`config.mk`:
```
export PLATFORM = sky130hd
export DESIGN_NAME = asg_pointer
export DESIGN_NICKNAME = d
export VERILOG_FILES = /design/src/hw/asg_pkg.sv /design/src/hw/asg_pointer.sv
export SDC_FILE = /design/constraint.sdc
export NUM_CORES = 1
export LEC_CHECK = 0
export ABC_AREA = 1
export BUFFER_PORTS_ARGS = -buffer_cell sky130_fd_sc_hd__clkbuf_2
export CORE_ASPECT_RATIO = 0.8
export CORE_MARGIN = 2
export CORE_UTILIZATION = 48
export DETAILED_ROUTE_END_ITERATION = 10
export PLACE_DENSITY = 0.8
export SYNTH_ARGS = -nofsm -noshare
export SYNTH_HDL_FRONTEND = slang
export SYNTH_SLANG_ARGS = --single-unit
```
`constraint.sdc`:
```
create_clock -name sto -period 6.22 [get_ports sto]
set_input_delay 0.311 -clock sto [delete_from_list [all_inputs] [get_ports sto]]
set_output_delay 0.311 -clock sto [all_outputs]
set_load 0.05 [all_outputs]
```
`src/hw/asg_pkg.sv`:
```
// widths, bus and configuration types and the register map shared by all generator blocks
`default_nettype none

package asg_pkg;

  ////////////////////
  // widths

  // table address, integer part of the read pointer
  localparam int unsigned ASG_CWM = 8;
  // fraction part of the read pointer
  localparam int unsigned ASG_CWF = 8;
  // burst length counter
  localparam int unsigned ASG_CWL = 16;
  // burst repeat counter
  localparam int unsigned ASG_CWN = 8;
  // sample width toward the DAC
  localparam int unsigned ASG_DW  = 14;
  // bus word address, top bit picks table over registers
  localparam int unsigned ASG_AW  = 10;

  ////////////////////
  // bus and control words

  // one strobe request from the register bus
  typedef struct packed {
    logic              wen;
    logic              ren;
    logic [ASG_AW-1:0] addr;
    logic [31:0]       wdata;
  } asg_bus_req_t;

  // configuration, siz is the last table index
  // stp and off are fixed point u8.8
  typedef struct packed {
    logic                       ben;
    logic                       inf;
    logic [7:0]                 trg_msk;
    logic [ASG_CWM+ASG_CWF-1:0] siz;
    logic [ASG_CWM+ASG_CWF-1:0] stp;
    logic [ASG_CWM+ASG_CWF-1:0] off;
    logic [ASG_CWM-1:0]         bdl;
    logic [ASG_CWL-1:0]         bln;
    logic [ASG_CWN-1:0]         bnm;
  } asg_cfg_t;

  // status, read back as one word with run on bit 24
  typedef struct packed {
    logic               run;
    logic [ASG_CWL-1:0] bln;
    logic [ASG_CWN-1:0] bnm;
  } asg_sts_t;

  // per-cycle control from the burst FSM
  typedef struct packed {
    logic trg;
    logic aen;
    logic run;
    logic lst;
    logic rdy;
  } asg_ctl_t;

  ////////////////////
  // register word indices, below the table window
  localparam logic [ASG_AW-2:0] REG_CTL = 'd0;
  localparam logic [ASG_AW-2:0] REG_TRG = 'd1;
  localparam logic [ASG_AW-2:0] REG_SIZ = 'd2;
  localparam logic [ASG_AW-2:0] REG_STP = 'd3;
  localparam logic [ASG_AW-2:0] REG_OFF = 'd4;
  localparam logic [ASG_AW-2:0] REG_BDL = 'd5;
  localparam logic [ASG_AW-2:0] REG_BLN = 'd6;
  localparam logic [ASG_AW-2:0] REG_BNM = 'd7;
  localparam logic [ASG_AW-2:0] REG_STS = 'd8;

endpackage

`default_nettype wire

```
`src/hw/asg_pointer.sv`:
```
// fixed-point read pointer with modulo wrap, registers the table address for the stream read
`default_nettype none

module asg_pointer (
  input  logic                        sto,
  input  logic                        ctl_rst,
  input  asg_pkg::asg_cfg_t           cfg,
  input  asg_pkg::asg_ctl_t           ctl,
  output logic [asg_pkg::ASG_CWM-1:0] raddr,
  output logic                        ren
);
  import asg_pkg::*;

  // pointer width, integer and fraction
  localparam int unsigned PW = ASG_CWM + ASG_CWF;

  logic [PW-1:0]    ptr_cur;
  logic [PW:0]      ptr_nxt;
  logic [ASG_CWM:0] tbl_len;
  logic [PW:0]      ptr_len;
  logic [PW:0]      ptr_wrp;
  logic             ren_q;

  // step and wrap length in pointer units
  assign ptr_nxt = {1'b0, ptr_cur} + {1'b0, cfg.stp} + 1'b1;
  assign tbl_len = {1'b0, cfg.siz[ASG_CWM-1:0]} + 1'b1;
  assign ptr_len = {tbl_len, {ASG_CWF{1'b0}}};
  // value after one wrap
  assign ptr_wrp = ptr_nxt - ptr_len;

  always_ff @(posedge sto) begin
    if (ctl_rst) begin
      ptr_cur <= '0;
      ren_q   <= 1'b0;
    end else if (ctl.rdy) begin
      // trigger restarts at the phase offset
      if (ctl.trg) begin
        ptr_cur <= cfg.off;
      end else if (ctl.aen) begin
        ptr_cur <= (ptr_nxt >= ptr_len) ? ptr_wrp[PW-1:0] : ptr_nxt[PW-1:0];
      end
      // read stage follows address stage
      ren_q <= ctl.aen;
    end
  end

  // address stage, integer part only
  always_ff @(posedge sto) begin
    if (ctl.rdy && ctl.aen) raddr <= ptr_cur[PW-1 -: ASG_CWM];
  end

  // no table read while stalled
  assign ren = ren_q & ctl.rdy;

endmodule

`default_nettype wire

```
# Word-level counts from Yosys, hierarchy flattened
# Index checks and enable logic that the tools add are counted.
# word_totals
in_bits	97
word_cells	15
output_inout_bits	9
reg_bits	25
# op_classes
n_mux	3
n_reduce_logical	3
bitwise_logic	1
add_sub_neg	4
n_lt_le_gt_ge	1
# ops
cell	n
two-way mux 16 bit	3
adder 16 x 16 -> 17 bit	1
adder 17 x 1 -> 17 bit, second input constant	1
>= comparator 17 bit	1
subtractor 16 bit	1
adder 8 x 1 -> 9 bit, second input constant	1
AND reduction 2 bit	1
nonzero test 2 bit	1
bitwise AND 1 bit	1
logical AND 1 bit	1

# Logic depth before layout (Yosys ltp)
# logic_depth
ltp_word	6
ltp_mapped	26
depth_no_buf	26

# Least setup slack after synthesis
# No wires, ideal clock.
# synth_path
path_type	input-to-reg
start	input cfg[48] in the netlist's numbering
end	register ptr_cur[13]
setup_time_ps	134
path_buffers	0
t_required_ps	6086
t_arrival_ps	2904
stages	22
setup_slack_ps	3181
path_cell_list	inv_1 ha_1 inv_1 fa_1 nand3_1 nand3_2 nand2_1 nand3_2 a21oi_1 nand2_1 nand2_1 inv_1 ha_1 a21oi_1 nand2_1 a21o_1 nand3_2 nand3_4 nand2_1 nand3_1 nand2_1 a21oi_2
# synth_between
elab_chain_len	6
elab_cells_between_ends	7
classes_between	add/sub: 3; order compare: 1; mux: 3
# synth_rtl
item	line	source
from (decl)	asg_pointer.sv:7	input asg_pkg::asg_cfg_t cfg,
adder 16 x 16 -> 17 bit (*)	asg_pointer.sv:25	assign ptr_nxt = {1'b0, ptr_cur} + {1'b0, cfg.stp} + 1'b1;
adder 17 x 1 -> 17 bit (*)	asg_pointer.sv:25	
subtractor 16 bit / >= comparator 17 bit (equally long branches)	asg_pointer.sv:29, asg_pointer.sv:40	
two-way mux 16 bit (*)	asg_pointer.sv:40	ptr_cur <= (ptr_nxt >= ptr_len) ? ptr_wrp[PW-1:0] : ptr_nxt[PW-1:0];
two-way mux 16 bit (*)	asg_pointer.sv:39	end else if (ctl.aen) begin
two-way mux 16 bit (*)	asg_pointer.sv:37	if (ctl.trg) begin
to (signal assigned)	asg_pointer.sv:38	ptr_cur <= cfg.off;
to (signal assigned)	asg_pointer.sv:40	
to (decl)	asg_pointer.sv:17	logic [PW-1:0] ptr_cur;
# Every way passes the cells marked *; elsewhere a longest branch is shown, timed or not. The select of a mux whose other input is x is not followed.
# A chain may end at the register's enable or synchronous reset.

# Worst setup path after layout
# layout_path
start	register ptr_cur[0]
end	register ptr_cur[8]
# layout_between
elab_chain_len	6
elab_cells_between_ends	7
classes_between	add/sub: 3; order compare: 1; mux: 3
# layout_rtl
item	line
adder 16 x 16 -> 17 bit (*)	asg_pointer.sv:25
adder 17 x 1 -> 17 bit (*)	asg_pointer.sv:25
subtractor 16 bit / >= comparator 17 bit (equally long branches)	asg_pointer.sv:29, asg_pointer.sv:40
two-way mux 16 bit (*)	asg_pointer.sv:40
two-way mux 16 bit (*)	asg_pointer.sv:39
two-way mux 16 bit (*)	asg_pointer.sv:37
# Marks and branches as above.

==> results.json <==
{
  "antenna_found_initial": 0,
  "die_y_um": 69.72,
  "p_total_uw": 704.0,
  "yosys.area.top_type_share_pct": 16.66,
  "remaining_drc_errors": 0,
  "first_iter_violations": 147,
  "synth_cell_type_count": 29,
  "yosysWarnings": 0,
  "crit_buf_inv": 3,
  "fmax_mhz": 283.7,
  "antenna_cells": 0,
  "drt-total-wl_um": 6679,
  "synthAdderAreaFrac_pct": 14.10,
  "cts_tree": "done",
  "worst_clock_skew_ns": 0.009683,
  "netSwitchingPower_uw": 325.2,
  "crit_arrival_ns": 3.74,
  "slew_headroom_pct": 57.96,
  "power.share.sequential_pct": 28.1,
  "powerDensity_mw_per_mm2": 238.0,
  "syn-cell-area_sq_mm": 0.002591,
  "synth_commonest_cells": "nand2_1, inv_1, nand3_1, a21oi_1, ha_1",
  "synth-seq-area-share_pct": 22.40,
  "synth_xor_area_share_pct": 4.056,
  "grtUsageTotal_pct": 23.22,
  "post-route-period-util_pct": 56.67,
  "area_delta_synth_final_pct": 14.15,
  "drive_above_1_share_pct": 17.53,
  "dp_hpwl_um": 5470,
  "synth.most_common_cell": "nand2_1",
  "yosys.area.top_type": "nand2_1",
  "worstMarginPinSlew_ns": 0.6300,
  "overflow": 0,
  "grt_pass1_wl_um": 11360,
  "power_leakage_nw": 1.605,
  "firstDrtPassIters": 6,
  "grt.busiest_layer": "met2",
  "grt.met2_usage_pct": 36.69,
  "p_clk_share_pct": 14.9,
  "grt_max_degree": 22,
  "grtUsageMet1_pct": 33.62,
  "avgSynthCellArea_sq_um": 6.577,
  "antenna_left": 0,
  "fin_crit_ns": 3.525,
  "htreeDepth": 1,
  "ctsHoldBuffers": 0,
  "hold_viol": 0,
  "intPower_uw": 378.8,
  "syn_inst": 394,
  "synth-simple-area-share_pct": 35.73,
  "placementRows": 23,
  "start_kind": "flip-flop",
  "drv_cap": 0,
  "grt_use_met3_pct": 2.976,
  "synthTopCellsByArea": "nand2_1, dfxtp_1, ha_1",
  "pwr-share-comb_pct": 57.0,
  "synth_top_family_by_area": "simple AND/OR/NAND/NOR gates",
  "synth_async_sr_flop_share_pct": 0,
  "nets": 571,
  "clk_pin_slew_ns": 0.09,
  "syn_nets": 519,
  "vdd.ir_drop.worst_mv": 0.1232,
  "worstPathRequired_ns": 6.43,
  "vias_per_cell": 5.430,
  "vias": 2753,
  "cts.repair.resized": 0,
  "gp_congestion": 0.9062,
  "path_common_cell": "nand2_1",
  "crit_family": "simple AND/OR/NAND/NOR gates",
  "synth_compound_area_share_pct": 14.44,
  "crit_type": "reg -> reg",
  "critPathCaptureType": "flip-flop",
  "cp_max_fo": 9,
  "status": "finished clean",
  "pre_cts_ws_ns": 2.627,
  "synth_ff_type": "dfxtp_1",
  "clk_latency_ns": 0.28,
  "grt_pass1_vias": 2551,
  "cpPeakStageDelay_ns": 0.41,
  "post_cts_buffers": 0,
  "post_drt_wl_per_cell_um": 13.17,
  "drv_slew": 0,
  "io_buffers": 53,
  "hp-class": "in -> reg",
  "dieArea_sq_mm": 0.006006,
  "synth_seq_cells": 25,
  "dieWidth_um": 86.15,
  "hold_slack_ns": 0.2903,
  "core_sq_mm": 0.005094,
  "synthMuxAreaShare_pct": 0,
  "slowest_stage": "fa_1",
  "synth-edff-count": 8,
  "tns_ns": 0,
  "cts_buffers": 3,
  "switching_share_pct": 46.19,
  "io_pins": 106,
  "root_buffer": "clkbuf_8",
  "rsz0062_at_grt": "false",
  "clockBufferDepth": 2,
  "start_util_pct": 50.87,
  "fin_ws_ns": 2.695,
  "setup_viol": 0,
  "clkSinkCount": 25
}
[worst reg2reg max path: cells and delay by family (launching register included)]
family / cells / cell delay, ns
buffers and inverters: 3 / 0.18
adder cells (fa/ha/maj): 3 / 0.89
flip-flops: 1 / 0.32
AND/OR/NAND/NOR: 17 / 1.81
AO/OA/AOI/OAI: 2 / 0.27
[cell type report]
class                           count  area [sq um]
Timing Repair Buffer               53         265.3
Fill cell                         506          2136
Inverter                           58         217.7
Tap cell                           62         77.57
Multi-Input combinational cell    305          1770
Sequential cell                    25         580.6
Clock buffer                        3         41.29
Clock inverter                      1         5.005
[through the flow]
step / cell area, sq um / util [%] / cells
5_1_grt: 2958 / 58.07 / 507
4_1_cts: 2958 / 58.07 / 507
3_3_place_gp: 2912 / 57.16 / 503
2_1_floorplan: 2591 / - / 394
6_report: 2958 / 58.07 / 507
3_5_place_dp: 2912 / 57.16 / 503
[metal layers]
metal  vias to the layer above  share of wire [%]
met1                      1221                 48
met2                       107                 44
li1                       1415                  -
met4                         0                1.5
met3                        10                6.3
met5                         -                  0
[path summary, 6_finish.rpt]
path	from	end	slack (ns)	depth (start not counted)
max reg2reg	ptr_cur[0]$_SDFFE_PP0P_	ptr_cur[8]$_SDFFE_PP0P_	2.70	25
min reg2reg	ren_q$_SDFFE_PP0P_	ren_q$_SDFFE_PP0P_	0.47	2
max	ptr_cur[0]$_SDFFE_PP0P_	ptr_cur[8]$_SDFFE_PP0P_	2.70	25
min	cfg[33]	ptr_cur[1]$_SDFFE_PP0P_	0.29	3
[kinds of logic (layout without fill, tap and decap cells)]
logic type	after synthesis	count (layout)
simple gates	199	199
xor+xnor	12	12
buf+inv	64	115
flops	25	25
compound gates	66	66
fa+ha+maj	28	28
[registers in the layout (all words and copies together), names as in the netlist]
register,cells
raddr,8
ren_q,1
ptr_cur,16
[power groups by stage]
stage / clock network [mW] / registers (mW) / logic [mW]
global route: 0.112 / 0.200 / 0.460
floorplan: 0 / 0.208 / 0.298
detailed placement: 0 / 0.201 / 0.396
finish: 0.105 / 0.198 / 0.401
global placement: 0 / 0.200 / 0.387
CTS: 0.107 / 0.198 / 0.398
[cell usage in the layout (no fill, tap or decap), types with 2 or more instances in the layout]
cell      instances
nor2_1           13
clkbuf_8          3
xnor2_1           4
nand3_4           2
a21oi_2           8
nand2_1         115
nand3_2           4
nand2_2           3
nand4_1          13
fa_1              2
nor3_1            2
xor2_1            8
nand3_1          37
a21oi_1          34
dfxtp_1          17
ha_1             26
edfxtp_1          8
clkbuf_2         53
o21bai_1          4
inv_1            57
nand3b_1          6
o21ai_0          18
(Power assumes the default switching activity.)
