File: src/hw/asg_pkg.sv
// widths, bus and configuration types and the register map shared by all generator blocks
`default_nettype none

package asg_pkg;

  ////////////////////
  // widths

  // table address, integer part of the read pointer
  localparam int unsigned ASG_CWM = 8;
  // fraction part of the read pointer
  localparam int unsigned ASG_CWF = 8;
  // burst length counter
  localparam int unsigned ASG_CWL = 16;
  // burst repeat counter
  localparam int unsigned ASG_CWN = 8;
  // sample width toward the DAC
  localparam int unsigned ASG_DW  = 14;
  // bus word address, top bit picks table over registers
  localparam int unsigned ASG_AW  = 10;

  ////////////////////
  // bus and control words

  // one strobe request from the register bus
  typedef struct packed {
    logic              wen;
    logic              ren;
    logic [ASG_AW-1:0] addr;
    logic [31:0]       wdata;
  } asg_bus_req_t;

  // configuration, siz is the last table index
  // stp and off are fixed point u8.8
  typedef struct packed {
    logic                       ben;
    logic                       inf;
    logic [7:0]                 trg_msk;
    logic [ASG_CWM+ASG_CWF-1:0] siz;
    logic [ASG_CWM+ASG_CWF-1:0] stp;
    logic [ASG_CWM+ASG_CWF-1:0] off;
    logic [ASG_CWM-1:0]         bdl;
    logic [ASG_CWL-1:0]         bln;
    logic [ASG_CWN-1:0]         bnm;
  } asg_cfg_t;

  // status, read back as one word with run on bit 24
  typedef struct packed {
    logic               run;
    logic [ASG_CWL-1:0] bln;
    logic [ASG_CWN-1:0] bnm;
  } asg_sts_t;

  // per-cycle control from the burst FSM
  typedef struct packed {
    logic trg;
    logic aen;
    logic run;
    logic lst;
    logic rdy;
  } asg_ctl_t;

  ////////////////////
  // register word indices, below the table window
  localparam logic [ASG_AW-2:0] REG_CTL = 'd0;
  localparam logic [ASG_AW-2:0] REG_TRG = 'd1;
  localparam logic [ASG_AW-2:0] REG_SIZ = 'd2;
  localparam logic [ASG_AW-2:0] REG_STP = 'd3;
  localparam logic [ASG_AW-2:0] REG_OFF = 'd4;
  localparam logic [ASG_AW-2:0] REG_BDL = 'd5;
  localparam logic [ASG_AW-2:0] REG_BLN = 'd6;
  localparam logic [ASG_AW-2:0] REG_BNM = 'd7;
  localparam logic [ASG_AW-2:0] REG_STS = 'd8;

endpackage

`default_nettype wire

File: src/hw/asg_burst_fsm.sv
// trigger masking, run state and burst counters, drives pipeline control and interrupt strobes
`default_nettype none

module asg_burst_fsm #(
  parameter int unsigned TN = 1
) (
  input  logic              sto,
  input  logic              ctl_rst,
  input  logic [TN-1:0]     trg_in,
  input  asg_pkg::asg_cfg_t cfg,
  input  logic              rdy,
  output asg_pkg::asg_ctl_t ctl,
  output asg_pkg::asg_sts_t sts,
  output logic              irq_trg,
  output logic              irq_stp
);

  logic trg_hit;
  logic end_bdl;
  logic end_bln;
  logic end_bnm;
  logic rpt;
  logic evt;
  logic aen;

  ////////////////////
  // events

  // any enabled trigger input
  assign trg_hit = |(trg_in & cfg.trg_msk[TN-1:0]);

  // counter end flags
  assign end_bdl = (sts.bln == 16'(cfg.bdl));
  assign end_bln = (sts.bln == cfg.bln);
  assign end_bnm = (sts.bnm == cfg.bnm) & ~cfg.inf;

  // period end repeats the burst
  assign rpt = sts.run & cfg.ben & end_bln;
  // external triggers ignored while running
  assign evt = sts.run ? rpt : trg_hit;

  ////////////////////
  // state

  always_ff @(posedge sto) begin
    if (ctl_rst) begin
      aen <= 1'b0;
      sts <= '0;
    end else if (rdy) begin
      if (evt) begin
        if (sts.run) begin
          // next period, or stop after the final one
          aen     <= ~end_bnm;
          sts.run <= ~end_bnm;
          sts.bnm <= sts.bnm + {{($bits(sts.bnm)-1){1'b0}}, ~cfg.inf};
        end else begin
          // start from idle
          aen     <= 1'b1;
          sts.run <= 1'b1;
          sts.bnm <= '0;
        end
        sts.bln <= '0;
      end else if (sts.run && cfg.ben) begin
        // data phase ends after bdl, idle phase repeats the sample
        if (end_bdl) aen <= 1'b0;
        sts.bln <= sts.bln + 1'b1;
      end
    end
  end

  // stop strobe, one cycle per finished sequence
  always_ff @(posedge sto) begin
    if (ctl_rst) begin
      irq_stp <= 1'b0;
    end else begin
      irq_stp <= rdy & ctl.lst;
    end
  end

  ////////////////////
  // outputs

  assign ctl.trg = evt;
  assign ctl.aen = aen;
  assign ctl.run = sts.run;
  // last cycle of the final period
  assign ctl.lst = rpt & end_bnm;
  assign ctl.rdy = rdy;

  // taken start or repeat event
  assign irq_trg = evt & rdy;

endmodule

`default_nettype wire

File: config.mk
export PLATFORM = sky130hd
export DESIGN_NAME = asg_burst_fsm
export DESIGN_NICKNAME = d
export VERILOG_FILES = /design/src/hw/asg_pkg.sv /design/src/hw/asg_burst_fsm.sv
export SDC_FILE = /design/constraint.sdc
export NUM_CORES = 1
export LEC_CHECK = 0
export ABC_CLOCK_PERIOD_IN_PS = 4520
export CORE_AREA = 3 3 80 82
export DETAILED_ROUTE_END_ITERATION = 7
export DIE_AREA = 0 0 83 85
export DONT_BUFFER_PORTS = 1
export PLACE_DENSITY_LB_ADDON = 0.05
export SYNTH_ARGS = -nofsm -noshare
export SYNTH_HDL_FRONTEND = slang
export SYNTH_SLANG_ARGS = --single-unit
File: constraint.sdc
create_clock -name sto -period 4.52 [get_ports sto]
set_clock_uncertainty 0.05 [all_clocks]
set_input_delay 0.226 -clock sto [delete_from_list [all_inputs] [get_ports sto]]
set_output_delay 0.226 -clock sto [all_outputs]
set_load 0.005 [all_outputs]
# ---- Word level (Yosys, flattened, before mapping)
# Cells that the tools add are included.
dict set report word_totals {
  register_bits 27
  out_inout_bits 32
  wordCells 33
  in_bits 94
}
dict set report classes {
  eq_ne 3
  n_reduce_logical 6
  muxes 8
  n_bitwise 9
  n_addsub 2
}
# cell n
set ops {}
lappend ops {{16-bit two-way mux} 2}
lappend ops {{16-bit by 1-bit adder with 16-bit output, second input constant} 1}
lappend ops {{16-bit equality test} 1}
lappend ops {{16-bit by 8-bit equality test with 1-bit output} 1}
lappend ops {{8-bit by 1-bit adder with 8-bit output} 1}
lappend ops {{8-bit equality test} 1}
lappend ops {{8-bit two-way mux} 1}
lappend ops {{1-bit AND} 7}
lappend ops {{1-bit two-way mux} 5}
lappend ops {{2-bit AND reduction} 2}
lappend ops {{2-bit nonzero test} 2}
lappend ops {{3-bit AND reduction} 1}
lappend ops {{1-bit NOT} 2}
lappend ops {{1-bit logical AND} 1}

# ---- Depth between registers and ports, before layout
# Gate-level depths: netlist of run 1.
dict set report logic_depth {
  depth_word 5
  mapped_depth 8
  depth_no_buf 7
}

# ---- Least setup slack after synthesis of run 1
# OpenSTA, ideal clock, no wires.
dict set report synth_path {
  path_type {register -> register}
  startpoint {register sts[9] (netlist name)}
  endpoint {register sts[7] (netlist name)}
  setup_time_ps 70
  slack_ps 2648
  t_arrival_ps 1752
  stages_incl_launch_ff 7
  path_buffers 0
  required_time_ps 4400
  period_less_slack_ps 1872
  cell_sequence {dfxtp_1 xnor2_1 nand3_1 nor4_4 nand4_2 or3_1 a21oi_1}
}
dict set report synth_between {
  elab_chain_len 4
}
# item line_no
set synth_rtl {}
lappend synth_rtl {{from (decl)} asg_burst_fsm.sv:13} ;# output asg_pkg::asg_sts_t sts,
lappend synth_rtl {{16-bit equality test} asg_burst_fsm.sv:34} ;# assign end_bln = (sts.bln == cfg.bln);
lappend synth_rtl {{1-bit AND} asg_burst_fsm.sv:38} ;# assign rpt = sts.run & cfg.ben & end_bln;
lappend synth_rtl {{1-bit two-way mux} asg_burst_fsm.sv:40} ;# assign evt = sts.run ? rpt : trg_hit;
lappend synth_rtl {{2-bit AND reduction (no line)} --}
# No other way between the ends.
# A chain may end at the register's enable or synchronous reset.

# ---- Final worst setup path of run 1
dict set report layout_path {
  startpoint {register sts[9] (netlist name)}
  endpoint {output irq_trg}
}
dict set report layout_between {
  elab_chain_len 4
}
# item line_no
set layout_rtl {}
lappend layout_rtl {{16-bit equality test} asg_burst_fsm.sv:34}
lappend layout_rtl {{1-bit AND} asg_burst_fsm.sv:38}
lappend layout_rtl {{1-bit two-way mux} asg_burst_fsm.sv:40}
lappend layout_rtl {{1-bit AND} asg_burst_fsm.sv:91} ;# assign irq_trg = evt & rdy;
lappend layout_rtl {{to (decl)} asg_burst_fsm.sv:14} ;# output logic irq_trg,
# No other way between the ends.

==> results.py, run 1 <==
metrics = {
    "placement": {
        "pre_cts_ws_ns": 2.04,
        "gp_congestion": 0.750,
        "dp_cells": 262,
        "place_area_um2": 1740,
        "portBuffers": 0,
        "dp_hpwl_mm": 3.77,
    },
    "worst_setup_path": {
        "r2r_slack_ns": 2.06,
        "worstPathMaxFanout": 7,
        "worstSetupPathType": "reg -> out",
        "worstPathArrival_ns": 2.20,
        "cp_data_required_time_ns": 4.24,
        "start_kind": "flip-flop",
        "cp-end-kind": "primary output",
    },
    "pwr": {
        "internal-power_mw": 0.318,
        "power_leakage_nw": 0.622,
        "p_sw_frac": 0.250,
        "power_density_nw_per_um2": 236,
        "p_sw_mw": 0.106,
        "combinationalPowerShare": 0.084,
        "irDropWorstVdd_v": 0.000108,
        "seqPwrFrac": 0.568,
        "total_power_mw": 0.424,
        "clkPwrFrac": 0.348,
    },
    "cells_and_area": {
        "instances_no_fill": 267,
        "multi_input_area_um2": 1100,
        "post-route-util": 0.309,
        "synthToLayoutAreaGrowth_pct": 4.36,
        "final_nets": 290,
        "layout_commonest_cell": "xnor2_1",
        "nFillCells": 646,
        "finalInstanceArea_um2": 1800,
        "layout-drive-gt1-share": 0.0521,
        "seq_area_um2": 541,
        "antenna_cells": 0,
        "final_cell_mix": "xnor2_1, dfxtp_1, xor2_1, nor2_1, nand4_1",
    },
    "run": {
        "maxCapViolations": 0,
    },
    "timing": {
        "grt_setup_unrepaired": "false",
        "finalSetupTns_ns": 0,
        "fin_crit_ns": 2.48,
        "tightestPinTransition_ns": 0.811,
        "setup_viol": 0,
        "fmax_mhz": 404,
        "finalCritPeriodShare": 0.548,
        "post-route-worst-setup-slack_ns": 2.04,
        "hold_ws_ns": 0.0425,
        "maxSlewViolCount": 0,
        "slew_headroom": 0.458,
        "hold_violations": 0,
    },
    "logic_synthesis": {
        "synth_top_flop_cell": "dfxtp_1",
        "synth_xor_area_frac": 0.234,
        "synth_compound_area_frac": 0.0836,
        "synth_edf_count": 0,
        "synth_seq_area_share": 0.314,
        "yosysUniqueCellTypes": 44,
        "syn-num-nets": 296,
        "ys_ff_latch": 27,
        "avgSynthCellArea_um2": 8.65,
        "syn_inst": 199,
        "ys.warnings.count": 0,
        "syn_area_um2": 1720,
        "synth-simple-area-share": 0.288,
        "synthAdderAreaFrac": 0.0218,
        "muxShareOfSynthArea": 0.0116,
        "synth_top_family_by_area": "simple AND/OR/NAND/NOR gates",
        "async_flop_share": 0,
    },
    "floorplan": {
        "die_w_um": 83,
        "placementRows": 28,
        "die_area_um2": 7060,
        "start_util": 0.296,
        "io_pins": 126,
        "core-area_um2": 5820,
        "die_h_um": 85,
    },
    "route": {
        "final_antenna_net_count": 0,
        "drc": 0,
        "first_pass_iters": 4,
        "vias_per_cell": 5.31,
        "routedWlPerCell_um": 18.1,
        "drt_wl_total_mm": 4.85,
        "vias": 1417,
        "drt-initial-drc-count": 70,
    },
    "clock_network": {
        "worstSkewPairLatency_ns": 0.28,
        "tritoncts": "done",
        "clock_path_buffers": 2,
        "cts_buffers": 3,
        "clkTransAtPathRegs_ns": 0.10,
        "cts_htree_levels": 1,
        "ctsResizeCount": 0,
        "clockRootBuffer": "clkbuf_8",
        "clock-sinks": 27,
    },
    "global_route": {
        "track_usage": 0.140,
        "grt_overflow_total": 0,
        "grt_pass1_vias": 1472,
        "grt_max_degree": 16,
        "antenna_found_initial": 0,
        "grt_pass1_wl_mm": 7.98,
    },
    "status": {
        "status": "finished, final reports clean",
    },
    "min_path": {
        "hold_class": "in -> reg",
    },
}
state kept, by name (all words and copies together) (netlist names):
signal   flops
sts         24
aen          1
ctl          1
irq_stp      1
cells in the mapped netlist, types with 4 or more instances:
| cell type | number | area share |
|---|---|---|
| buf_4 | 4 | 0.017 |
| and3_1 | 6 | 0.022 |
| xor2_1 | 17 | 0.086 |
| nand2_1 | 13 | 0.028 |
| buf_2 | 4 | 0.012 |
| xnor2_1 | 29 | 0.15 |
| nand4_1 | 15 | 0.055 |
| a21oi_1 | 7 | 0.020 |
| dfxtp_1 | 27 | 0.31 |
| nand3_1 | 8 | 0.023 |
| nor2_1 | 17 | 0.037 |
layer usage:
metal	wire [um]	share of wire	GRT usage	vias to the layer above
li1	-	-	-	690
met1	2080	0.43	0.170	682
met2	2430	0.50	0.247	43
met3	303	0.063	0.0369	2
met4	25	0.0052	0.0342	0
met5	0	0	0	-
timing repair:
item / 4_1_cts / 5_1_grt
hold buffers: 1 / 0
hold endpoints to repair: 2 / 0
buffers inserted: 0 / 0
worst max-delay path, cell delays in order (launching register included):
cell and delay, ns:
dfxtp_1 0.54, xnor2_1 0.19, nand3_1 0.15, nor4_4 0.46, a21oi_1 0.25, and2b_1 0.32
power by group through the flow:
stage	registers [mW]	clock network, mW	logic (mW)
after floorplan	0.246	0	0.0319
after global placement	0.247	0	0.0349
after detailed placement	0.246	0	0.0355
after CTS	0.241	0.153	0.0367
after global routing	0.241	0.159	0.0395
final	0.241	0.147	0.0356
path summary, 6_finish.rpt:
kind | startpoint | to | depth (start not counted)
worst max-delay path | sts[9] | irq_trg | 5
worst min-delay path | rdy | irq_stp | 2
worst max register to register | sts[9] | sts[9] | 6
worst min register to register | aen | aen | 2
area by class of cell:
type,count,area share
Tap cell,75,0.0522
Inverter,2,0.00418
Clock buffer,4,0.0251
Multi-Input combinational cell,158,0.612
Sequential cell,27,0.301
Timing Repair Buffer,1,0.00557
logic make-up (layout without fill, tap and decap cells):
| family | after synthesis | in the layout |
|---|---|---|
| mux | 2 | 2 |
| fa+ha+maj | 3 | 3 |
| compound gates | 22 | 22 |
| flops | 27 | 27 |
| simple gates | 85 | 85 |
| buf+inv | 14 | 7 |
| xor+xnor | 46 | 46 |
(Power assumes the default switching activity.)
==> inputs of run 2 (changes only) <==
--- a/config.mk
+++ b/config.mk
@@ -5,7 +5,7 @@
 export SDC_FILE = /design/constraint.sdc
 export NUM_CORES = 1
 export LEC_CHECK = 0
-export ABC_CLOCK_PERIOD_IN_PS = 4520
+export ABC_CLOCK_PERIOD_IN_PS = 2280
 export CORE_AREA = 3 3 80 82
 export DETAILED_ROUTE_END_ITERATION = 7
 export DIE_AREA = 0 0 83 85
==> constraint.sdc (replaced) <==
create_clock -name sto -period 2.28 [get_ports sto]
set_clock_uncertainty 0.05 [all_clocks]
set_input_delay 0.114 -clock sto [delete_from_list [all_inputs] [get_ports sto]]
set_output_delay 0.114 -clock sto [all_outputs]
set_load 0.005 [all_outputs]
==> results.py, run 2 (same netlist as run 1, synthesis figures left out) <==
metrics = {
    "status": {
        "status": "finished, final reports clean",
    },
    "clock_network": {
        "clock-sinks": 27,
        "clockRootBuffer": "clkbuf_8",
        "cts_htree_levels": 1,
        "cts_buffers": 3,
        "tritoncts": "done",
        "clock_path_buffers": 2,
        "clkTransAtPathRegs_ns": 0.11,
        "worstSkewPairLatency_ns": 0.28,
    },
    "worst_setup_path": {
        "worstSetupPathType": "reg -> reg",
        "crit_slowest_cell": "dlygate4sd3_1",
        "crit_top_cell": "nand4_1",
        "cpPeakStageDelay_ns": 0.56,
        "worstPathMaxFanout": 7,
        "cp-end-kind": "flip-flop",
        "ff2ff_path_depth": 6,
        "r2r_end": "irq_stp",
        "path_cells": "xnor2_1 > nand4_1 > nor3_4 > nand4_1 > nor3b_1 > dlygate4sd3_1",
        "r2r_slack_ns": 0.17,
        "worstReg2RegStart": "sts[22]",
        "start_kind": "flip-flop",
        "worstPathArrival_ns": 2.29,
        "cp_data_required_time_ns": 2.46,
    },
    "timing": {
        "grt_setup_unrepaired": "false",
        "setup_viol": 0,
        "finalSetupTns_ns": 0,
        "fmax_mhz": 474,
        "maxSlewViolCount": 0,
        "slew_headroom": 0.639,
        "fin_crit_ns": 2.11,
        "finalCritPeriodShare": 0.925,
        "hold_violations": 0,
        "tightestPinTransition_ns": 0.540,
    },
    "floorplan": {
        "die_h_um": 85,
        "die_w_um": 83,
        "die_area_um2": 7060,
        "placementRows": 28,
        "core-area_um2": 5820,
        "io_pins": 126,
        "start_util": 0.296,
    },
    "global_route": {
        "grt_overflow_total": 0,
        "grt_pass1_vias": 1592,
        "track_usage": 0.143,
        "grt_max_degree": 17,
        "antenna_found_initial": 0,
        "grt_pass1_wl_mm": 8.24,
    },
    "pwr": {
        "power_density_nw_per_um2": 432,
        "power_leakage_nw": 0.736,
        "irDropWorstVdd_v": 0.000208,
    },
    "min_path": {
        "hp-start": "rdy",
        "hold-path-cell-count": 2,
        "hold_class": "in -> reg",
        "whs_endpoint": "ctl[2]",
    },
    "route": {
        "routedWlPerCell_um": 17.7,
        "first_pass_iters": 4,
        "vias": 1519,
        "drt_wl_total_mm": 5.10,
        "vias_per_cell": 5.27,
        "drt-initial-drc-count": 43,
        "drc": 0,
        "final_antenna_net_count": 0,
    },
    "cells_and_area": {
        "layout_commonest_cell": "xnor2_1",
        "final_cell_mix": "xnor2_1, dfxtp_1, buf_4",
        "antenna_cells": 0,
        "largest_register_ffs": 24,
        "final_nets": 311,
        "layout-drive-gt1-share": 0.146,
        "synthToLayoutAreaGrowth_pct": 14.7,
        "top_register": "sts",
        "post-route-util": 0.340,
        "instances_no_fill": 288,
    },
    "placement": {
        "gp_congestion": 0.769,
        "dp_hpwl_mm": 3.98,
        "dp_cells": 278,
        "portBuffers": 0,
    },
    "run": {
        "maxCapViolations": 0,
    },
}
==> run 2: changes by cell type in the layout (fill, tap and decap cells not counted) <==
cell and delta:
buf_4 +18, dlygate4sd3_1 +3, clkbuf_1 -1, clkinvlp_4 +1, dfxtp_1 -1, dfxtp_2 +1, xnor2_1 -1, xnor2_2 +1
==> run 2: final cells by class <==
type	count	area [um2]
clock inverter	1	7.51
clock buffer	3	41.3
sequential	27	542
timing repair buffer	22	175
multi-input combinational	158	1110
tap	75	93.8
fill	644	3840
inverter	2	7.51
==> run 2: metrics by stage <==
step                      total power, mW  setup slack [ns]  instance area [um2]  hold WS (ns)
after floorplan                     0.550             0.408                 1720         0.250
after global placement              0.561             0.182                 1860         0.154
after detailed placement            0.562             0.165                 1860         0.149
after CTS                           0.874            0.0298                 1950        0.0189
after global routing                0.901            0.0167                 1970        0.0286
final                               0.853             0.172                 1970        0.0308
==> run 2: how the worst max path moves through the flow <==
stage	slack, ns	endpoint	startpoint	cells past startpoint
floorplan	0.41	sts[7]	sts[9]	6
global placement	0.18	sts[4]	sts[23]	6
detailed placement	0.16	sts[4]	sts[23]	6
CTS	0.03	irq_trg	sts[19]	5
global route	0.02	irq_stp	sts[22]	6
finish	0.17	irq_stp	sts[22]	6
==> run 2: report_power, final <==
part / switching (mW) / internal (mW)
combinational: 0.0423 / 0.0359
sequential: 0.00359 / 0.474
clock: 0.173 / 0.125
==> run 2: metal layers <==
metal / vias up / wire [um] / GRT usage
li1: 730 / - / -
met1: 724 / 2070 / 0.164
met2: 56 / 2510 / 0.249
met3: 9 / 389 / 0.0466
met4: 0 / 123 / 0.0535
met5: - / 0 / 0
==> run 2: critical path, delay by kind of cell (launching register included) <==
family	cells	cell delay, ns
xor+xnor	1	0.16
buf+inv	1	0.56
simple gates	4	0.79
flops	1	0.49
==> run 2: timing repair <==
action                                  4_1_cts  5_1_grt
resized for setup                             0        2
pin swaps                                     1        2
hold buffers                                  4        0
buffers inserted                              0        2
endpoints found under the setup margin        1        2
endpoints found under the hold margin         6        0
