**src/hw/asg_pkg.sv**
```systemverilog
// widths, bus and configuration types and the register map shared by all generator blocks
`default_nettype none

package asg_pkg;

  ////////////////////
  // widths

  // table address, integer part of the read pointer
  localparam int unsigned ASG_CWM = 8;
  // fraction part of the read pointer
  localparam int unsigned ASG_CWF = 8;
  // burst length counter
  localparam int unsigned ASG_CWL = 16;
  // burst repeat counter
  localparam int unsigned ASG_CWN = 8;
  // sample width toward the DAC
  localparam int unsigned ASG_DW  = 14;
  // bus word address, top bit picks table over registers
  localparam int unsigned ASG_AW  = 10;

  ////////////////////
  // bus and control words

  // one strobe request from the register bus
  typedef struct packed {
    logic              wen;
    logic              ren;
    logic [ASG_AW-1:0] addr;
    logic [31:0]       wdata;
  } asg_bus_req_t;

  // configuration, siz is the last table index
  // stp and off are fixed point u8.8
  typedef struct packed {
    logic                       ben;
    logic                       inf;
    logic [7:0]                 trg_msk;
    logic [ASG_CWM+ASG_CWF-1:0] siz;
    logic [ASG_CWM+ASG_CWF-1:0] stp;
    logic [ASG_CWM+ASG_CWF-1:0] off;
    logic [ASG_CWM-1:0]         bdl;
    logic [ASG_CWL-1:0]         bln;
    logic [ASG_CWN-1:0]         bnm;
  } asg_cfg_t;

  // status, read back as one word with run on bit 24
  typedef struct packed {
    logic               run;
    logic [ASG_CWL-1:0] bln;
    logic [ASG_CWN-1:0] bnm;
  } asg_sts_t;

  // per-cycle control from the burst FSM
  typedef struct packed {
    logic trg;
    logic aen;
    logic run;
    logic lst;
    logic rdy;
  } asg_ctl_t;

  ////////////////////
  // register word indices, below the table window
  localparam logic [ASG_AW-2:0] REG_CTL = 'd0;
  localparam logic [ASG_AW-2:0] REG_TRG = 'd1;
  localparam logic [ASG_AW-2:0] REG_SIZ = 'd2;
  localparam logic [ASG_AW-2:0] REG_STP = 'd3;
  localparam logic [ASG_AW-2:0] REG_OFF = 'd4;
  localparam logic [ASG_AW-2:0] REG_BDL = 'd5;
  localparam logic [ASG_AW-2:0] REG_BLN = 'd6;
  localparam logic [ASG_AW-2:0] REG_BNM = 'd7;
  localparam logic [ASG_AW-2:0] REG_STS = 'd8;

endpackage

`default_nettype wire

```
**src/hw/asg_stream_out.sv**
```systemverilog
// output stage of the sample stream, valid and last pipeline, stall term and trigger output
`default_nettype none

module asg_stream_out (
  input  logic                       sto,
  input  logic                       ctl_rst,
  input  asg_pkg::asg_ctl_t          ctl,
  input  logic [asg_pkg::ASG_DW-1:0] rdata,
  input  logic                       sto_ready,
  output logic                       rdy,
  output logic                       sto_valid,
  output logic                       sto_last,
  output logic [asg_pkg::ASG_DW-1:0] sto_data,
  output logic                       trg_out
);

  // bit 0 address stage, bit 1 read stage
  logic [1:0] vld_p;
  logic [1:0] lst_p;
  // taken trigger, address stage
  logic       trg_d;

  // pipeline moves unless holding an unaccepted sample
  assign rdy = sto_ready | ~sto_valid;

  ////////////////////
  // valid and last

  always_ff @(posedge sto) begin
    if (ctl_rst) begin
      vld_p     <= '0;
      lst_p     <= '0;
      sto_valid <= 1'b0;
      sto_last  <= 1'b0;
    end else if (rdy) begin
      vld_p     <= {vld_p[0], ctl.run};
      lst_p     <= {lst_p[0], ctl.lst};
      sto_valid <= vld_p[1];
      sto_last  <= lst_p[1];
    end
  end

  // output data stage
  always_ff @(posedge sto) begin
    if (rdy) sto_data <= rdata;
  end

  ////////////////////
  // trigger out
  // one cycle pulse per taken event, never stretched by a stall
  always_ff @(posedge sto) begin
    if (ctl_rst) begin
      trg_d   <= 1'b0;
      trg_out <= 1'b0;
    end else begin
      trg_d   <= ctl.trg & rdy;
      trg_out <= trg_d;
    end
  end

endmodule

`default_nettype wire

```
**config.mk**
```make
export PLATFORM = sky130hd
export DESIGN_NAME = asg_stream_out
export DESIGN_NICKNAME = d
export VERILOG_FILES = /design/src/hw/asg_pkg.sv /design/src/hw/asg_stream_out.sv
export SDC_FILE = /design/constraint.sdc
export NUM_CORES = 1
export LEC_CHECK = 0
export BUFFER_PORTS_ARGS = -buffer_cell sky130_fd_sc_hd__buf_2
export CAP_MARGIN = 0
export CORE_MARGIN = 2
export CORE_UTILIZATION = 40
export CTS_CLUSTER_SIZE = 25
export DETAILED_ROUTE_END_ITERATION = 8
export PLACE_DENSITY = 0.76
export SYNTH_ARGS = -nofsm -noshare
export SYNTH_HDL_FRONTEND = slang
export SYNTH_SLANG_ARGS = --single-unit
```
**constraint.sdc**
```tcl
create_clock -name sto -period 1.5 [get_ports sto]
set_input_delay 0.15 -clock sto [delete_from_list [all_inputs] [get_ports sto]]
set_output_delay 0.15 -clock sto [all_outputs]
set_load 0.05 [all_outputs]
```
Word level (Yosys, flattened, before mapping). Cells that the tools add are included.

$mul: 0. Mux-type cells: 0. Shifts and indexed selects: 0. Magnitude comparators: 0. Divide/modulo/power cells: 0. Equal/unequal tests: 0. Add/sub/neg operators: 0. Reduce and logical (&&, ||, !) cells: 0. Bitwise gates (word level): 3.

Operator list (count): 1-bit bitwise AND (1); 1-bit NOT (1); 1-bit bitwise OR (1).

Bits in latches: 0. Output and inout port bits: 18. Register bits: 22. Input bits: 22. Word-level logic and storage cells: 10. Bits in writable memories: 0. Memories kept: 0. Memory bits (read-only): 0.

Depth between registers and ports, before layout. Gate-level depths: netlist of run 1.

Word-level depth: 3. Gate-level depth with buffers: 4. Gate-level depth less buffers: 3.

Least setup slack after synthesis of run 1. Ideal clock, no wire load.

Kind: register -> register. Start point: register sto_valid. End point: register sto_data[0] (netlist name) (enable). Setup time: 0.367 ns. Slack: -0.015 ns. Arrival: 1.148 ns. Path buffers: 1. Data required time: 1.133 ns. Clock period less this slack: 1.515 ns. Stages on the path, launching flop included: 4. Path through: dfxtp_1 nor2b_4 buf_6 inv_2.

Word-level cells in the longest chain between the ends: 2.

Ends and longest elaborated chain: start, declared (line asg_stream_out.sv:11) `output logic sto_valid,`; start signal, assigned (line asg_stream_out.sv:38) `sto_valid <= vld_p[1];`; 1-bit NOT (line asg_stream_out.sv:24) `assign rdy = sto_ready | ~sto_valid;`; 1-bit bitwise OR (line asg_stream_out.sv:24); named net rdy (line asg_stream_out.sv:10) `output logic rdy,`; end signal, assigned (line asg_stream_out.sv:45) `if (rdy) sto_data <= rdata;`; end, declared (line asg_stream_out.sv:13) `output logic [asg_pkg::ASG_DW-1:0] sto_data,`.

The timed path passes the listed nets, and every way through them passes these cells. A chain may end at the register's enable or synchronous reset.

Worst setup path in the final report of run 1.
Start point: register sto_valid. End point: output port rdy.

Word-level cells in the longest chain between the ends: 2.

Ends and longest elaborated chain (line): 1-bit NOT (asg_stream_out.sv:24); 1-bit bitwise OR (asg_stream_out.sv:24); end, declared (asg_stream_out.sv:10).

No other way between the ends.

==> results_dict.tcl, run 1 <==
set metrics [dict create \
    drv_cap 0 \
    dr.first_iter.drc_count 1 \
    clk_path_buf_depth 2 \
    p_leak_uw 0.000451 \
    run_status "complete, no violations" \
    avgViaCountPerCell 4.21 \
    clk-insertion-delay-late_ps 300 \
    ios 40 \
    cts_tree "built" \
    fin_crit_sh_pct 93.4 \
    p_per_area_nw_per_um2 1250 \
    yosysSeqAreaShare_pct 79.0 \
    syn-cell-area_um2 734 \
    first_global_vias 407 \
    gp_congestion 0.585 \
    r2r-end "vld_p[0]" \
    worst_pin_slew_ps 256 \
    path_class "flip-flop to output port" \
    skew_ps 12.8 \
    numCtsBuffers 3 \
    yosysWarnings 0 \
    r2r_cells 3 \
    required_ps 1350 \
    worst_r2r_startpoint "sto_valid" \
    hold_path.class "input pin to flip-flop" \
    vias 472 \
    routed_wl_um 1240 \
    synth-seq-cells 22 \
    synth.distinct_cells 14 \
    syn_nets 64 \
    synthesis.instances 42 \
    clockRootBuffer "clkbuf_4" \
    die_w_um 46.9 \
    drt_pass1_iterations 2 \
    grt_pass1_wl_um 1640 \
    worst_setup_path_start_kind "flip-flop" \
    final_hold_viol_count 0 \
    rsz0062_at_grt "false" \
    syn_avg_cell_area_um2 17.5 \
    crit_start "sto_valid" \
    post-place-ws_ps 327 \
    antenna_found_initial 0 \
    clk_pin_slew_ps 120 \
    cts_resized 0 \
    start_util_pct 42.5 \
    slew_violations 0 \
    grt_max_degree 17 \
    numClockSinks 22 \
    final_common_cell "buf_2" \
    diodes 0 \
    crit_arrival_ps 1250 \
    endpoint_kind "output port" \
    critPathMaxFanout 16 \
    ir_drop_uv 721 \
    r2r_slack_ps 500 \
    drc 0 \
    drive_above_1_share_pct 51.7 \
    fmax_mhz 714 \
    gr-total-overflow 0 \
    port_buffers 37 \
    avgRoutedWirePerCell_um 11.0 \
    grt_usage_pct 11.0 \
    ant_nets 0 \
    final-setup-viol-count 0 \
    die_y_um 46.9 \
    core_area_um2 1730 \
    tns_ps 0 \
    layout_common_cells "buf_2, edfxtp_1, dfxtp_1" \
    relSlewSlack_pct 83.0 \
    min_period_ps 1400 \
    area_growth_pct 42.6 \
    dieArea_um2 2190 \
    htreeDepth 1 \
    row_count 15 \
    fin_nets 110 \
    fin_ws_ps 98.9 \
    crit_end "rdy" \
]
cells by family (layout without fill, tap and decap cells):
logic type	count (synthesis)	count (layout)	share of synthesized area, %
flops	22	22	79.0
simple gates	10	10	11.1
buf+inv	4	49	3.24
compound gates	3	3	2.56
mux	3	3	4.09
critical path: stages, from the launching register on:
cell and delay [ps]:
dfxtp_1 350, nor2b_4 150, inv_4 160, buf_2 300
stage by stage:
stage | utilization, % | total power (uW) | hold slack [ps] | instance area [um2] | instances
final | 60.7 | 1310 | 22.7 | 1050 | 112
after global routing | 60.7 | 1350 | 1.39 | 1050 | 112
after CTS | 57.8 | 1310 | 2.75 | 997 | 107
after detailed placement | 54.3 | 875 | 329 | 937 | 102
after global placement | 54.3 | 871 | 328 | 937 | 102
after floorplan | - | 824 | 249 | 737 | 42
flip-flops by register name, summed over array words and instances (netlist names):
name and flops:
sto_data 14, lst_p 2, vld_p 2, sto_last 1, sto_valid 1, trg_d 1
trg_out 1
worst min-delay path by stage:
stage | from | end | slack, ps | cells past startpoint
6_report | rdata[2] | sto_data[2] | 20 | 1
5_1_grt | rdata[10] | sto_data[10] | 1 | 1
4_1_cts | rdata[3] | sto_data[3] | 3 | 1
3_5_place_dp | rdata[10] | sto_data[10] | 330 | 1
3_3_place_gp | rdata[6] | sto_data[6] | 330 | 1
2_1_floorplan | rdata[0] | sto_data[0] | 250 | 0
synthesized netlist by cell type, drive strengths merged:
cell type   n  share of area [%]
o21ai       2                1.4
buf         2                2.2
nand4bb     2                3.1
mux2i       3                4.1
a21oi       1                1.2
inv         2                1.0
nor3b       1                1.0
nor2b       2                2.7
dfxtp       8                 22
edfxtp     14                 57
nand2b      5                4.3
power breakdown:
group / total (uW) / internal (uW) / switching (uW)
clock network: 436 / 270 / 166
registers: 687 / 678 / 8.80
logic: 185 / 55.6 / 129
total: 1310 / 1000 / 304
timing repair:
| action | 4_1_cts | 5_1_grt |
|---|---|---|
| hold buffers | 0 | 5 |
| hold endpoints to repair | 0 | 5 |
| endpoints found under the setup margin | 1 | 0 |
| buffers inserted | 1 | 0 |
area by class of cell:
cell class | instances | area (um2)
clock inverters | 1 | 30.0
well taps | 25 | 31.3
multi-input cells | 16 | 130
inverters | 2 | 10.0
clock buffers | 3 | 22.5
fillers | 154 | 679
repair buffers | 43 | 243
flip-flops and latches | 22 | 581
layer usage:
metal	track usage, %	up-vias	wire length [um]
met5	0	-	0
met4	6.67	0	0
li1	-	238	-
met2	18.6	32	559
met3	4.23	0	149
met1	11.4	202	528
Power figures use the tool's default switching activity.
==> inputs of run 2 (changes only) <==
==> constraint.sdc (replaced) <==
create_clock -name sto -period 1.5 [get_ports sto]
set_input_delay 0.075 -clock sto [delete_from_list [all_inputs] [get_ports sto]]
set_output_delay 0.075 -clock sto [all_outputs]
set_load 0.05 [all_outputs]
==> run 2 against run 1 <==
Against the previous run:
- final area increased by 7.8%
- via count increased by 11%
- routed wire length increased by 22%
- combinational power increased by 12%
- hold slack about the same
- critical endpoint unchanged
- critical path depth unchanged
==> results_dict.tcl, run 2 (same netlist as run 1, synthesis figures left out) <==
set metrics [dict create \
    grt_pass1_wl_um 2060 \
    rsz0062_at_grt "false" \
    run_status "complete, no violations" \
    reg_top3 "sto_data (14), lst_p (2), vld_p (2)" \
    final-setup-viol-count 0 \
    cts_tree "built" \
    ant_nets 0 \
    final_hold_viol_count 0 \
    avgRoutedWirePerCell_um 12.4 \
    crit_arrival_ps 1340 \
    endpoint_kind "output port" \
    drc 0 \
    fin_nets 120 \
    clockRootBuffer "clkbuf_4" \
    gp_congestion 0.589 \
    drive_above_1_share_pct 47.4 \
    layout_common_cells "buf_2, dlygate4sd3_1, edfxtp_1" \
    stdcell_area_um2 1130 \
    relSlewSlack_pct 82.6 \
    fin_ws_ps 80.8 \
    worst_r2r_startpoint "sto_valid" \
    r2r-end "sto_data[7]" \
    slew_violations 0 \
    numClockSinks 22 \
    top_register "sto_data" \
    numCtsBuffers 3 \
    grt_max_degree 17 \
    grt_usage_pct 13.9 \
    routed_wl_um 1510 \
    antenna_found_initial 0 \
    post-place-ws_ps 379 \
    dieArea_um2 2190 \
    gr-total-overflow 0 \
    min_from "ctl[1]" \
    ios 40 \
    row_count 15 \
    final_common_cell "buf_2" \
    drv_cap 0 \
    core_area_um2 1730 \
    dpl_cell_area_um2 937 \
    diodes 0 \
    hold_path.class "input pin to flip-flop" \
    p_per_area_nw_per_um2 1070 \
    path_class "flip-flop to output port" \
    required_ps 1420 \
    skew_ps 3.21 \
    die_y_um 46.9 \
    start_util_pct 42.5 \
    largest_reg_flops 14 \
    avgViaCountPerCell 4.28 \
    nFillCells 150 \
    power.total_uw 1200 \
    worst_setup_path_start_kind "flip-flop" \
    p_leak_uw 0.000487 \
    fin_crit_sh_pct 94.6 \
    dr.first_iter.drc_count 2 \
    clk_pin_slew_ps 110 \
    first_global_vias 524 \
    min_period_ps 1420 \
    r2r_cells 2 \
    htreeDepth 1 \
    whs_ps 22.7 \
    area_growth_pct 53.7 \
    min_path_cells 3 \
    die_w_um 46.9 \
    tns_ps 0 \
    vias 522 \
    r2r_slack_ps 440 \
    critPathMaxFanout 16 \
    ir_drop_uv 555 \
    whs_endpoint "lst_p[0]" \
    clk_path_buf_depth 2 \
    worst_pin_slew_ps 263 \
    dp_hpwl_um 888 \
    fmax_mhz 705 \
    drt_pass1_iterations 2 \
    clk-insertion-delay-late_ps 290 \
    port_buffers 37 \
    cts_resized 0 \
]
## run 2: how the worst max path moves through the flow
stage,startpoint,to,slack [ps],cells after the start
final,sto_valid,rdy,80,3
after detailed placement,sto_valid,rdy,380,3
after floorplan,sto_valid,sto_data[0],100,3
after CTS,sto_valid,rdy,30,3
after global routing,sto_valid,rdy,20,3
after global placement,sto_valid,rdy,420,3
## run 2: timing repair
| item | CTS | global route |
|---|---|---|
| hold buffers | 14 | 0 |
| setup endpoints to repair | 0 | 1 |
| endpoints found under the hold margin | 14 | 0 |
| setup buffers | 0 | 2 |
## run 2: routing by layer
metal  global-route usage, %  vias to the layer above  share of wire (%)
met5                       0                        -                  0
met4                    6.67                        0               0.93
met3                    3.85                        2                 10
met2                    26.3                       32                 47
met1                    13.7                      229                 42
li1                        -                      259                  -
## run 2: cell type report
type / instances / area (um2) / area share (%)
Inverter: 2 / 10.0 / 0.887
Timing Repair Buffer: 53 / 340 / 30.2
Sequential cell: 22 / 581 / 51.4
Multi-Input combinational cell: 16 / 130 / 11.5
Clock buffer: 4 / 36.3 / 3.22
Tap cell: 25 / 31.3 / 2.77
## run 2: critical path: stages, from the launching register on
cell,delay (ps)
dfxtp_1,400
nor2b_4,280
inv_4,140
buf_2,240
## run 2: power breakdown
group / switching, uW / leakage, uW / internal [uW]
Sequential: 9.07 / 0.000213 / 678
Combinational: 136 / 0.000253 / 71.7
Clock: 162 / 0.0000210 / 148
Total: 307 / 0.000487 / 897
## run 2: stage by stage
stage               cells  util (%)
floorplan              42         -
global placement      102      54.3
detailed placement    102      54.3
CTS                   120      64.5
global route          122      65.4
finish                122      65.4
==> inputs of run 3 (changes only) <==
CORE_UTILIZATION = 37   (was 40)
PLACE_DENSITY = 0.74   (was 0.76)
clock period = 1.2 ns   (was 1.5 ns; I/O delays follow)
==> run 3 against run 2 <==
Against the previous run:
- via count is 0.38% higher
- register-to-register slack worse by 310 ps
- sequential share of layout area is 0.62 points lower
- critical path type unchanged
- final area increased by 1.4%
- global-route usage shrank 1.9 points
- clock skew barely moved
- first-iteration DRC count did not move
- clock power down 2%
==> results_dict.tcl, run 3 (same netlist as run 1, synthesis figures left out) <==
set metrics [dict create \
    crit_chain "nor2b_4 -> inv_6 -> buf_6" \
    dieArea_um2 2360 \
    min_period_ps 1160 \
    switching_share_pct 25.7 \
    clockRootBuffer "clkbuf_4" \
    row_count 16 \
    area_growth_pct 55.9 \
    routed_wl_um 1360 \
    drv_cap 0 \
    slew_violations 0 \
    p_per_area_nw_per_um2 1240 \
    numCtsBuffers 3 \
    ant_nets 0 \
    final_common_cell "buf_2" \
    p_leak_uw 0.000495 \
    gp_congestion 0.613 \
    diodes 0 \
    skew_ps 2.80 \
    antenna_found_initial 0 \
    fin_nets 122 \
    nFillCells 163 \
    clk_pin_slew_ps 110 \
    p_switching_uw 365 \
    top_register "sto_data" \
    ir_drop_uv 648 \
    drt_pass1_iterations 3 \
    start_util_pct 38.2 \
    clk_path_buf_depth 2 \
    worst_pin_slew_ps 256 \
    reg_top3 "sto_data (14), lst_p (2), vld_p (2)" \
    comb_power_share_pct 18.4 \
    grt_pass1_wl_um 2170 \
    relSlewSlack_pct 83.0 \
    cts_tree "built" \
    grt_max_degree 17 \
    clockPowerShare_pct 21.3 \
    avgViaCountPerCell 4.19 \
    run_status "complete, no violations" \
    grt_usage_pct 12.0 \
    die_y_um 48.6 \
    drc 0 \
    first_global_vias 517 \
    fin_util_pct 59.6 \
    worst_setup_path_start_kind "flip-flop" \
    final-setup-viol-count 0 \
    port_buffers 37 \
    clk-insertion-delay-late_ps 290 \
    crit_arrival_ps 1100 \
    layout_common_cells "buf_2, dlygate4sd3_1, edfxtp_1" \
    power_frac_seq_pct 60.3 \
    htreeDepth 1 \
    critical_path.max_stage_delay_ps 360 \
    hold_path.class "input pin to flip-flop" \
    drive_above_1_share_pct 48.0 \
    intPower_uw 1060 \
    fin_ws_ps 35.1 \
    endpoint_kind "output port" \
    dp_hpwl_um 912 \
    dr.first_iter.drc_count 2 \
    vias 524 \
    die_w_um 48.6 \
    critPathSlowestCell "dfxtp_2" \
    fin_crit_sh_pct 97.1 \
    critPathMaxFanout 16 \
    core_area_um2 1920 \
    fmax_mhz 858 \
    numClockSinks 22 \
    gr-total-overflow 0 \
    final_hold_viol_count 0 \
    ios 40 \
    required_ps 1140 \
    post-place-ws_ps 191 \
    avgRoutedWirePerCell_um 10.9 \
    largest_reg_flops 14 \
    path_class "flip-flop to output port" \
]
-- run 3: cell types whose count changed in the layout (fill, tap and decap cells not counted) --
cell / change
buf_2: -1
buf_4: +1
buf_6: +1
clkbuf_8: -1
dfxtp_1: -1
dfxtp_2: +1
dlygate4sd3_1: +1
inv_4: -1
inv_6: +1
-- run 3: path summary, 6_finish.rpt --
check / start / to / slack (ps) / cells after the start
worst max-delay path: sto_valid / rdy / 40 / 3
worst min-delay path: ctl[1] / lst_p[0] / 10 / 3
worst max register to register: sto_valid / lst_p[1] / 130 / 4
worst min register to register: trg_d / trg_out / 460 / 1
-- run 3: layout make-up --
class	count	area (um2)	share of cell area (%)
clock buffer	3	22.5	1.97
inverter	2	12.5	1.09
multi-input combinational	16	130	11.4
sequential	22	582	50.8
tap	27	33.8	2.95
timing repair buffer	55	364	31.8
-- run 3: repair_timing --
action / 4_1_cts / 5_1_grt
hold endpoints to repair: 14 / 1
setup endpoints to repair: 1 / 1
setup buffers: 1 / 1
gates resized for setup: 2 / 0
pin swaps: 0 / 0
hold buffers: 14 / 1
-- run 3: metrics by stage --
| step | power (uW) | TNS [ps] | hold WS (ps) | cells | area (um2) |
|---|---|---|---|---|---|
| 3_3_place_gp | 1090 | 0 | 238 | 105 | 951 |
| 2_1_floorplan | 1030 | 0 | 159 | 42 | 741 |
| 3_5_place_dp | 1100 | 0 | 239 | 105 | 951 |
| 4_1_cts | 1430 | 0 | 2.71 | 123 | 1130 |
| 6_report | 1420 | 0 | 11.5 | 125 | 1140 |
| 5_1_grt | 1490 | -4.83 | 9.75 | 125 | 1140 |
-- run 3: critical path: cells and delay by family (launching register included) --
kind	cells	cell delay, ps
buffers and inverters	2	260
DFF	1	360
and+or+nand+nor	1	200
-- run 3: power groups by stage --
stage | Clock, uW | Sequential [uW] | Combinational, uW
5_1_grt | 350 | 862 | 274
3_3_place_gp | 0 | 875 | 217
4_1_cts | 315 | 859 | 257
2_1_floorplan | 0 | 998 | 32.9
6_report | 304 | 858 | 262
3_5_place_dp | 0 | 876 | 220
-- run 3: layer usage --
metal,wire (um),vias up,GRT usage (%)
met5,0,-,0
met4,0,0,4.29
met3,110,0,3.40
met2,682,30,21.1
met1,565,235,14.1
li1,-,259,-
